File: src/include/csr_settings.svh
`ifndef CSR_SETTINGS_SVH
`define CSR_SETTINGS_SVH

// word widths
`define CSR_DATA_W 32
`define CSR_TIMER_W 32

// external interrupt lines, bit 8 is the inter-core one
`define CSR_HWI_W 9

// crmd holds plv, ie, da, pg, datf, datm
`define CSR_CRMD_W 9
`define CSR_CRMD_RST 8

// eentry is 64-byte aligned
`define CSR_EENTRY_LSB 6

`endif

File: src/rtl/csr_map_pkg.sv
package csr_map_pkg;

    // architectural csr numbers kept in this unit
    typedef enum logic [13:0] {
        CRMD   = 14'h000,
        PRMD   = 14'h001,
        ECFG   = 14'h004,
        ESTAT  = 14'h005,
        ERA    = 14'h006,
        BADV   = 14'h007,
        EENTRY = 14'h00c,
        SAVE0  = 14'h030,
        SAVE1  = 14'h031,
        SAVE2  = 14'h032,
        SAVE3  = 14'h033,
        TID    = 14'h040,
        TCFG   = 14'h041,
        TVAL   = 14'h042,
        TICLR  = 14'h044
    } csr_num_e;

    // estat.ecode values
    typedef enum logic [5:0] {
        INT = 6'h00,
        ADE = 6'h08,
        ALE = 6'h09,
        SYS = 6'h0b,
        BRK = 6'h0c,
        INE = 6'h0d
    } ecode_e;

    // esubcode of an address error on instruction fetch
    localparam logic [8:0] ADEF = 9'd0;

endpackage

File: src/rtl/csr_op_pkg.sv
package csr_op_pkg;

    typedef enum logic [2:0] {
        CSRRD   = 3'd0,
        CSRWR   = 3'd1,
        CSRXCHG = 3'd2,
        ERTN    = 3'd3,
        IDLE    = 3'd4,
        EXCP    = 3'd5
    } op_e;

    typedef struct packed {
        logic [1:0]            pad;
        csr_map_pkg::csr_num_e num;
    } op_csr_t;

    typedef struct packed {
        logic                pad;
        logic [8:0]          esubcode;
        csr_map_pkg::ecode_e ecode;
    } op_excp_t;

    // one argument word, csr number for csr ops, exception code for EXCP
    typedef union packed {
        op_csr_t  csr;
        op_excp_t excp;
    } op_arg_u;

    typedef enum logic {
        RUN      = 1'b0,
        WAIT_IRQ = 1'b1
    } fsm_state_e;

endpackage

File: src/rtl/csr_if.sv
`timescale 1ns/1ns

`include "csr_settings.svh"

interface csr_wr_if;
    import csr_map_pkg::*;

    logic                   en;
    csr_num_e               num;
    logic [`CSR_DATA_W-1:0] data;  // already merged under the mask
    logic                   ticlr;

    modport master (output en, num, data, ticlr);
    modport slave (input en, num, data, ticlr);
endinterface

interface csr_trap_if;
    import csr_map_pkg::*;

    logic                   enter;
    logic                   ertn;
    ecode_e                 ecode;
    logic [8:0]             esubcode;
    logic [`CSR_DATA_W-1:0] era;
    logic [`CSR_DATA_W-1:0] badv;
    logic [`CSR_DATA_W-1:0] eentry;
    logic [`CSR_DATA_W-1:0] era_q;
    logic                   irq_pending;

    modport master (
        output enter, ertn, ecode, esubcode, era, badv,
        input  eentry, era_q, irq_pending
    );
    modport slave (
        input  enter, ertn, ecode, esubcode, era, badv,
        output eentry, era_q, irq_pending
    );
endinterface

File: src/rtl/csr_issue_fsm.sv
`timescale 1ns/1ns

`include "csr_settings.svh"

module csr_issue_fsm (
    input  logic                   clk,
    input  logic                   rstn,
    input  logic                   op_valid,
    input  csr_op_pkg::op_e        op_type,
    input  csr_op_pkg::op_arg_u    op_arg,
    input  logic [`CSR_DATA_W-1:0] op_wdata,
    input  logic [`CSR_DATA_W-1:0] op_mask,
    input  logic [`CSR_DATA_W-1:0] op_pc,
    input  logic [`CSR_DATA_W-1:0] fault_vaddr,
    input  logic                   stall,
    input  logic                   flush_in,
    input  logic [`CSR_DATA_W-1:0] rd_value,
    output csr_map_pkg::csr_num_e  rd_num,
    output logic [`CSR_DATA_W-1:0] rdata,
    output logic                   redirect,
    output logic [`CSR_DATA_W-1:0] redirect_pc,
    output logic                   excp_flush,
    output logic                   ertn_flush,
    output logic                   clk_stall,
    csr_wr_if.master               wr,
    csr_trap_if.master             trap
);
    import csr_map_pkg::*;
    import csr_op_pkg::*;

    fsm_state_e             state;
    logic [`CSR_DATA_W-1:0] idle_pc;
    logic                   take_int;
    logic                   accept;
    logic                   csr_op;
    logic [`CSR_DATA_W-1:0] wmask;
    logic [`CSR_DATA_W-1:0] merged;

    assign rd_num = op_arg.csr.num;

    // no second interrupt while the entry is still committing
    assign take_int = trap.irq_pending && !trap.enter;
    assign accept   = state == RUN && op_valid && !stall && !flush_in && !take_int;
    assign csr_op   = op_type == CSRWR || op_type == CSRXCHG;
    assign wmask    = (op_type == CSRXCHG) ? op_mask : '1;
    assign merged   = (rd_value & ~wmask) | (op_wdata & wmask);

    always_ff @(posedge clk)
    begin
        if (!rstn)
        begin
            state      <= RUN;
            clk_stall  <= 1'b0;
            redirect   <= 1'b0;
            excp_flush <= 1'b0;
            ertn_flush <= 1'b0;
            wr.en      <= 1'b0;
            wr.ticlr   <= 1'b0;
            trap.enter <= 1'b0;
            trap.ertn  <= 1'b0;
        end
        else
        begin
            excp_flush <= trap.enter;  // one cycle after the commit
            ertn_flush <= trap.ertn;
            redirect   <= take_int || (accept && (op_type == EXCP || op_type == ERTN));
            wr.en      <= accept && csr_op;
            wr.ticlr   <= accept && csr_op && op_arg.csr.num == TICLR && merged[0];
            trap.enter <= take_int || (accept && op_type == EXCP);
            trap.ertn  <= accept && op_type == ERTN;
            if (take_int)
            begin
                state     <= RUN;
                clk_stall <= 1'b0;
            end
            else if (accept && op_type == IDLE)
            begin
                state     <= WAIT_IRQ;
                clk_stall <= 1'b1;
            end
        end
    end

    always_ff @(posedge clk)
    begin
        if (accept)
        begin
            rdata   <= rd_value;  // old value, before any commit
            wr.num  <= op_arg.csr.num;
            wr.data <= merged;
        end
        if (take_int || (accept && op_type == EXCP))
            redirect_pc <= trap.eentry;
        else if (accept && op_type == ERTN)
            redirect_pc <= trap.era_q;
        if (accept && op_type == IDLE)
            idle_pc <= op_pc + 32'd4;
        if (take_int)
        begin
            trap.ecode    <= INT;
            trap.esubcode <= '0;
            trap.era      <= (state == WAIT_IRQ) ? idle_pc : op_pc;
        end
        else if (accept)
        begin
            trap.ecode    <= op_arg.excp.ecode;
            trap.esubcode <= op_arg.excp.esubcode;
            trap.era      <= op_pc;
            trap.badv     <= fault_vaddr;
        end
    end

endmodule

File: src/rtl/csr_timer.sv
`timescale 1ns/1ns

`include "csr_settings.svh"

module csr_timer (
    input  logic                    clk,
    input  logic                    rstn,
    output logic                    ti,
    output logic [`CSR_TIMER_W-1:0] tcfg,
    output logic [`CSR_TIMER_W-1:0] tval,
    csr_wr_if.slave                 wr
);
    import csr_map_pkg::*;

    logic en;
    logic periodic;
    logic en_d;
    logic load;

    assign en       = tcfg[0];
    assign periodic = tcfg[1];

    // first cycle after en rises, or periodic wrap at zero
    assign load = (en && !en_d) || (en && en_d && periodic && tval == '0);

    always_ff @(posedge clk)
    begin
        if (!rstn)
        begin
            tcfg <= '0;
            tval <= '0;
            en_d <= 1'b0;
            ti   <= 1'b0;
        end
        else
        begin
            en_d <= en;
            if (wr.en && wr.num == TCFG)
                tcfg <= wr.data[`CSR_TIMER_W-1:0];

            if (wr.ticlr)
                ti <= 1'b0;
            else if (en && en_d && tval == '0)
                ti <= 1'b1;

            if (load)
                tval <= {tcfg[`CSR_TIMER_W-1:2], 2'b00};
            else if (!en && en_d)
                tval <= '0;
            else if (en && tval != '1)
                tval <= tval - 1'b1;  // one-shot stops after passing zero
        end
    end

endmodule

File: src/rtl/csr_regfile.sv
`timescale 1ns/1ns

`include "csr_settings.svh"

module csr_regfile (
    input  logic                    clk,
    input  logic                    rstn,
    input  logic [`CSR_HWI_W-1:0]   hw_int,
    input  logic                    ti,
    input  logic [`CSR_TIMER_W-1:0] tcfg,
    input  logic [`CSR_TIMER_W-1:0] tval,
    input  csr_map_pkg::csr_num_e   rd_num,
    output logic [`CSR_DATA_W-1:0]  rd_value,
    output logic [`CSR_CRMD_W-1:0]  crmd,
    csr_wr_if.slave                 wr,
    csr_trap_if.slave               trap
);
    import csr_map_pkg::*;

    logic [`CSR_CRMD_W-1:0]                 crmd_q;
    logic [2:0]                             prmd_q;  // pplv, pie
    logic [12:0]                            ecfg_lie;
    logic [1:0]                             is_sw;
    ecode_e                                 ecode_q;
    logic [8:0]                             esubcode_q;
    logic [`CSR_DATA_W-1:0]                 era_q;
    logic [`CSR_DATA_W-1:0]                 badv_q;
    logic [`CSR_DATA_W-1:`CSR_EENTRY_LSB]   eentry_q;
    logic [`CSR_DATA_W-1:0]                 save_q [4];
    logic [`CSR_DATA_W-1:0]                 tid_q;
    logic [12:0]                            int_bits;
    logic [`CSR_DATA_W-1:0]                 estat;

    assign crmd     = crmd_q;
    assign int_bits = {hw_int[8], ti, 1'b0, hw_int[7:0], is_sw};
    assign estat    = {1'b0, esubcode_q, ecode_q, 3'b000, int_bits};

    assign trap.eentry      = {eentry_q, {`CSR_EENTRY_LSB{1'b0}}};
    assign trap.era_q       = era_q;
    assign trap.irq_pending = |(int_bits & ecfg_lie) && crmd_q[2];

    always_comb
    begin
        case (rd_num)
            CRMD:    rd_value = {{(`CSR_DATA_W-`CSR_CRMD_W){1'b0}}, crmd_q};
            PRMD:    rd_value = {29'b0, prmd_q};
            ECFG:    rd_value = {19'b0, ecfg_lie};
            ESTAT:   rd_value = estat;
            ERA:     rd_value = era_q;
            BADV:    rd_value = badv_q;
            EENTRY:  rd_value = trap.eentry;
            SAVE0:   rd_value = save_q[0];
            SAVE1:   rd_value = save_q[1];
            SAVE2:   rd_value = save_q[2];
            SAVE3:   rd_value = save_q[3];
            TID:     rd_value = tid_q;
            TCFG:    rd_value = tcfg;
            TVAL:    rd_value = tval;
            default: rd_value = '0;  // ticlr reads as zero
        endcase
    end

    always_ff @(posedge clk)
    begin
        if (!rstn)
        begin
            crmd_q     <= `CSR_CRMD_W'(`CSR_CRMD_RST);
            prmd_q     <= '0;
            ecfg_lie   <= '0;
            is_sw      <= '0;
            ecode_q    <= INT;
            esubcode_q <= '0;
            era_q      <= '0;
            badv_q     <= '0;
            eentry_q   <= '0;
            for (int i = 0; i < 4; i++)
                save_q[i] <= '0;
            tid_q      <= '0;
        end
        else if (trap.enter)
        begin
            prmd_q      <= crmd_q[2:0];
            crmd_q[2:0] <= 3'b000;
            era_q       <= trap.era;
            ecode_q     <= trap.ecode;
            esubcode_q  <= trap.esubcode;
            if (trap.ecode == ALE || (trap.ecode == ADE && trap.esubcode == ADEF))
                badv_q <= trap.badv;
        end
        else if (trap.ertn)
            crmd_q[2:0] <= prmd_q;
        else if (wr.en)
        begin
            case (wr.num)
                CRMD:   crmd_q   <= wr.data[`CSR_CRMD_W-1:0];
                PRMD:   prmd_q   <= wr.data[2:0];
                ECFG:   ecfg_lie <= wr.data[12:0] & 13'h1bff;  // bit 10 reserved
                ESTAT:  is_sw    <= wr.data[1:0];
                ERA:    era_q    <= wr.data;
                BADV:   badv_q   <= wr.data;
                EENTRY: eentry_q <= wr.data[`CSR_DATA_W-1:`CSR_EENTRY_LSB];
                SAVE0:  save_q[0] <= wr.data;
                SAVE1:  save_q[1] <= wr.data;
                SAVE2:  save_q[2] <= wr.data;
                SAVE3:  save_q[3] <= wr.data;
                TID:    tid_q    <= wr.data;
                default: ;  // timer registers live in csr_timer
            endcase
        end
    end

endmodule

File: src/rtl/csr_top.sv
`timescale 1ns/1ns

`include "csr_settings.svh"

module csr_top (
    input  logic                   clk,
    input  logic                   rstn,
    input  logic                   op_valid,
    input  csr_op_pkg::op_e        op_type,
    input  csr_op_pkg::op_arg_u    op_arg,
    input  logic [`CSR_DATA_W-1:0] op_wdata,
    input  logic [`CSR_DATA_W-1:0] op_mask,
    input  logic [`CSR_DATA_W-1:0] op_pc,
    input  logic [`CSR_DATA_W-1:0] fault_vaddr,
    input  logic [`CSR_HWI_W-1:0]  hw_int,
    input  logic                   stall,
    input  logic                   flush_in,
    output logic [`CSR_DATA_W-1:0] rdata,
    output logic                   redirect,
    output logic [`CSR_DATA_W-1:0] redirect_pc,
    output logic                   excp_flush,
    output logic                   ertn_flush,
    output logic                   clk_stall,
    output logic [`CSR_CRMD_W-1:0] crmd
);
    import csr_map_pkg::*;

    csr_num_e                rd_num;
    logic [`CSR_DATA_W-1:0]  rd_value;
    logic                    ti;
    logic [`CSR_TIMER_W-1:0] tcfg;
    logic [`CSR_TIMER_W-1:0] tval;

    csr_wr_if   wr_bus ();
    csr_trap_if trap_bus ();

    csr_issue_fsm u_fsm (
        .clk         (clk),
        .rstn        (rstn),
        .op_valid    (op_valid),
        .op_type     (op_type),
        .op_arg      (op_arg),
        .op_wdata    (op_wdata),
        .op_mask     (op_mask),
        .op_pc       (op_pc),
        .fault_vaddr (fault_vaddr),
        .stall       (stall),
        .flush_in    (flush_in),
        .rd_value    (rd_value),
        .rd_num      (rd_num),
        .rdata       (rdata),
        .redirect    (redirect),
        .redirect_pc (redirect_pc),
        .excp_flush  (excp_flush),
        .ertn_flush  (ertn_flush),
        .clk_stall   (clk_stall),
        .wr          (wr_bus.master),
        .trap        (trap_bus.master)
    );

    csr_regfile u_regfile (
        .clk      (clk),
        .rstn     (rstn),
        .hw_int   (hw_int),
        .ti       (ti),
        .tcfg     (tcfg),
        .tval     (tval),
        .rd_num   (rd_num),
        .rd_value (rd_value),
        .crmd     (crmd),
        .wr       (wr_bus.slave),
        .trap     (trap_bus.slave)
    );

    csr_timer u_timer (
        .clk  (clk),
        .rstn (rstn),
        .ti   (ti),
        .tcfg (tcfg),
        .tval (tval),
        .wr   (wr_bus.slave)
    );

endmodule

File: config.mk
export PLATFORM = sky130hd
export DESIGN_NAME = csr_top
export DESIGN_NICKNAME = d
export VERILOG_FILES = /design/src/rtl/csr_map_pkg.sv /design/src/rtl/csr_op_pkg.sv /design/src/rtl/csr_if.sv /design/src/rtl/csr_issue_fsm.sv /design/src/rtl/csr_timer.sv /design/src/rtl/csr_regfile.sv /design/src/rtl/csr_top.sv
export VERILOG_INCLUDE_DIRS = /design/src /design/src/include
export SDC_FILE = /design/constraint.sdc
export NUM_CORES = 1
export LEC_CHECK = 0
export BUFFER_PORTS_ARGS = -buffer_cell sky130_fd_sc_hd__buf_4
export CORE_MARGIN = 2
export CORE_UTILIZATION = 60
export CTS_CLUSTER_DIAMETER = 120
export DETAILED_ROUTE_END_ITERATION = 7
export PLACE_DENSITY = 0.8
export SETUP_SLACK_MARGIN = 0.05
export SYNTH_ARGS = -nofsm -noshare
export SYNTH_HDL_FRONTEND = slang
export SYNTH_SLANG_ARGS = --single-unit
File: constraint.sdc
create_clock -name clk -period 20.1 [get_ports clk]
set_input_delay 1.005 -clock clk [delete_from_list [all_inputs] [get_ports clk]]
set_output_delay 1.005 -clock clk [all_outputs]
set_load 0.005 [all_outputs]
==> summary.md <==
| Metric | Value |
|---|---|
| Post-Syn Nets | 2523 |
| Power density cells | 83.6 mW/mm² |
| Post-CTS setup buffers | 0 |
| 1st-iter DRT viols | 3590 |
| Multi-input logic area | 0.0103 mm² |
| Element type at the critical path end | flop |
| Worst hold path type | flop to flop |
| Synth top area share | 37.5% |
| Post_cts resized | 0 |
| Final setup fails | 0 |
| Area Growth Syn to Fin | 15.7% |
| Post-synthesis async set-or-reset flop share | 0% |
| Pre-CTS setup slack | 15.83 ns |
| Clock sink count | 586 |
| Vias/cell | 6.74 |
| Die Footprint | 0.0454 mm² |
| Flops & latches, synth | 586 |
| Cts bufs inserted | 59 |
| Fmax | 0.271 GHz |
| Violated checks | design-rule violations |
| Total wire length | 85.0 mm |
| Global route overflow | 0 |
| Largest net degree at the start of global routing | 89 |
| Vias in the first global route | 20200 |
| EDFF count, synth | 328 |
| Unrepaired setup endpoints after global routing | false |
| Worst setup SP type | input port |
| Status | finished, violations left |
| DR WL/cell | 26.9 µm |
| Number of fillers in the final layout | 3110 |
| Syn Inst Count | 2359 |
| Placer congestion estimate | 1.00 |
| Post-CTS Hold Fix Bufs | 0 |
| Leakage | 10.9 nW |
| Slew margin rel. | 10.4% |
| Final Hold Viols | 0 |
| DRC viols | 16 |
| Largest area contributor in the netlist | edfxtp_1 |
| Pwr Total | 2.54 mW |
| Reg area | 0.0150 mm² |
| Worst slew pin tran | 1.34 ns |
| Fin. max-slew vios | 0 |
| CTS tree | built |
| H-tree lvl count | 2 |
| Row count | 76 |
| Critical path arrival | 4.18 ns |
| VDD IR-drop max | 0.0795 mV |
| Clock network latency to the later pin of the worst-skew pair | 0.63 ns |
| Final min period | 3.69 ns |
| CP Class | input port to flop |
| Total Nets Final | 2683 |
| Core Util, Final | 70.5% |
| Core area | 0.0431 mm² |
| # IOs | 238 |
| Cell Area, Synth | 0.0262 mm² |
| Final worst slack | 16.41 ns |
| Die height | 213 µm |
| Count leader, synth | edfxtp_1 |
| Register area share after synthesis | 57.2% |
| Post-DP HPWL | 56.7 mm |
| Clock Skew | 0.0143 ns |
| First-pass detailed-route iteration total | 8 |
| Initial Util | 60.9% |
| Synth cell count leaders | edfxtp_1 (328), dfxtp_1 (258), nor2_1 (209) |
| Root Buffer | clkbuf_16 |
| Avg Cell Area, Syn | 11.1 µm² |
| Count of input and output buffers | 236 |
| Vias post-DR | 21300 |
| Synth area leaders | edfxtp_1 (38%), dfxtp_1 (20%), mux2i_1 (5.3%) |
| Clock transition at the registers of the reported paths | 0.06 ns |
| CP required | 20.59 ns |
| Synthesis Warnings | 0 |
| Synth Flop Type | edfxtp_1 |
| Distinct cell type count after synthesis | 87 |
| Die Wd | 213 µm |
| Worst hold slack | 0.410 ns |
| Period Utilization, post-route | 18.4% |
| CTS Buffer Depth | 3 |
| Setup TNS | 0 ns |
| Initial antenna violation count | 1 |
| First-pass GRT wire length | 125 mm |
| Layout cells sized above 1 | 20.3% |
| GRT Total Usage | 37.1% |
| ANT nets after route | 0 |
| Crit-path max FO | 16 |
| Max_cap viols | 0 |
critical path: stages:
cell and delay [ns]:
buf_4 0.15, nor4_2 0.84, nand3_1 0.90, nor2_1 0.66, a211oi_1 0.10, nand3_1 0.25, mux2_2 0.27
layer usage:
metal	wire, µm	GRT usage, %
met1	31800	50.9
met4	3550	15.4
met3	11700	9.43
met5	0	0
met2	38000	56.3
flip-flops by register name, summed over array words and instances (netlist names), 2 cells and up:
signal                count
u_fsm.wr.data            32
u_regfile.ecode_q         6
u_regfile.is_sw           2
u_fsm.idle_pc            32
u_fsm.rdata              32
u_fsm.wr.num             14
u_fsm.trap.badv          32
u_timer.tcfg             32
u_fsm.trap.esubcode       9
u_fsm.redirect_pc        32
u_regfile.eentry_q       26
u_regfile.crmd            9
u_regfile.prmd_q          3
u_regfile.trap.era_q     32
u_regfile.badv_q         32
u_fsm.trap.ecode          6
u_fsm.trap.era           32
u_regfile.ecfg_lie       12
u_regfile.esubcode_q      9
u_timer.tval             32
u_regfile.save_q        128
u_regfile.tid_q          32
power breakdown:
part / internal, mW / total, mW / switching (mW)
registers: 1.29 / 1.31 / 0.0201
clock network: 0.644 / 1.12 / 0.471
logic: 0.0466 / 0.113 / 0.0669
final cells by class:
cell class	instances	area share, %
Inverter	59	0.738
Sequential cell	586	49.4
Clock buffer	84	5.64
Antenna cell	1	0.00824
Tap cell	585	2.41
Multi-Input combinational cell	1533	34.0
Clock inverter	28	0.836
Timing Repair Buffer	280	6.92
metrics by stage:
stage                     area [µm²]  cells
final                          30400   3156
after global routing           30400   3156
after CTS                      30400   3155
after detailed placement       28400   3043
after global placement         28400   3043
after floorplan                26200   2359
kinds of logic after synthesis:
logic type | after synthesis | share of synthesized area [%]
and+or+nand+nor | 782 | 15.6
xor gates and xnor gates | 46 | 1.54
AOI/OAI and AO/OA | 505 | 13.7
adders and majority gates | 3 | 0.143
muxes | 197 | 7.84
DFF | 586 | 57.2
buffers and inverters | 240 | 3.94
final timing paths:
kind | startpoint | end | slack (ns) | cells past startpoint
setup / recovery | op_arg[8] | u_fsm.wr.data[11]$_DFFE_PP_ | 16.41 | 7
hold / removal | u_fsm.wr.ticlr$_SDFF_PN0_ | u_timer.ti$_SDFFE_PP0P_ | 0.41 | 1
setup reg to reg | u_fsm.clk_stall$_SDFFE_PP0P_ | u_fsm.redirect_pc[13]$_DFFE_PP_ | 16.52 | 5
hold reg to reg | u_fsm.wr.ticlr$_SDFF_PN0_ | u_timer.ti$_SDFFE_PP0P_ | 0.41 | 1
placed cells by master (no fill, tap or decap), drive strengths merged, types with 14 or more instances in the layout:
cell	count
mux2	57
nor4	27
inv	60
xnor2	22
and3	14
dfxtp	258
clkinv	22
a222oi	38
o221a	32
and2	140
nand2	181
nor3	63
a22oi	78
xor2	24
o21ai	58
buf	280
a31oi	18
a22o	35
edfxtp	328
nand3	54
mux2i	139
nor2	209
a221oi	21
nand4	24
clkbuf	84
a21oi	151
No activity file was read; power rests on OpenSTA's default activity.
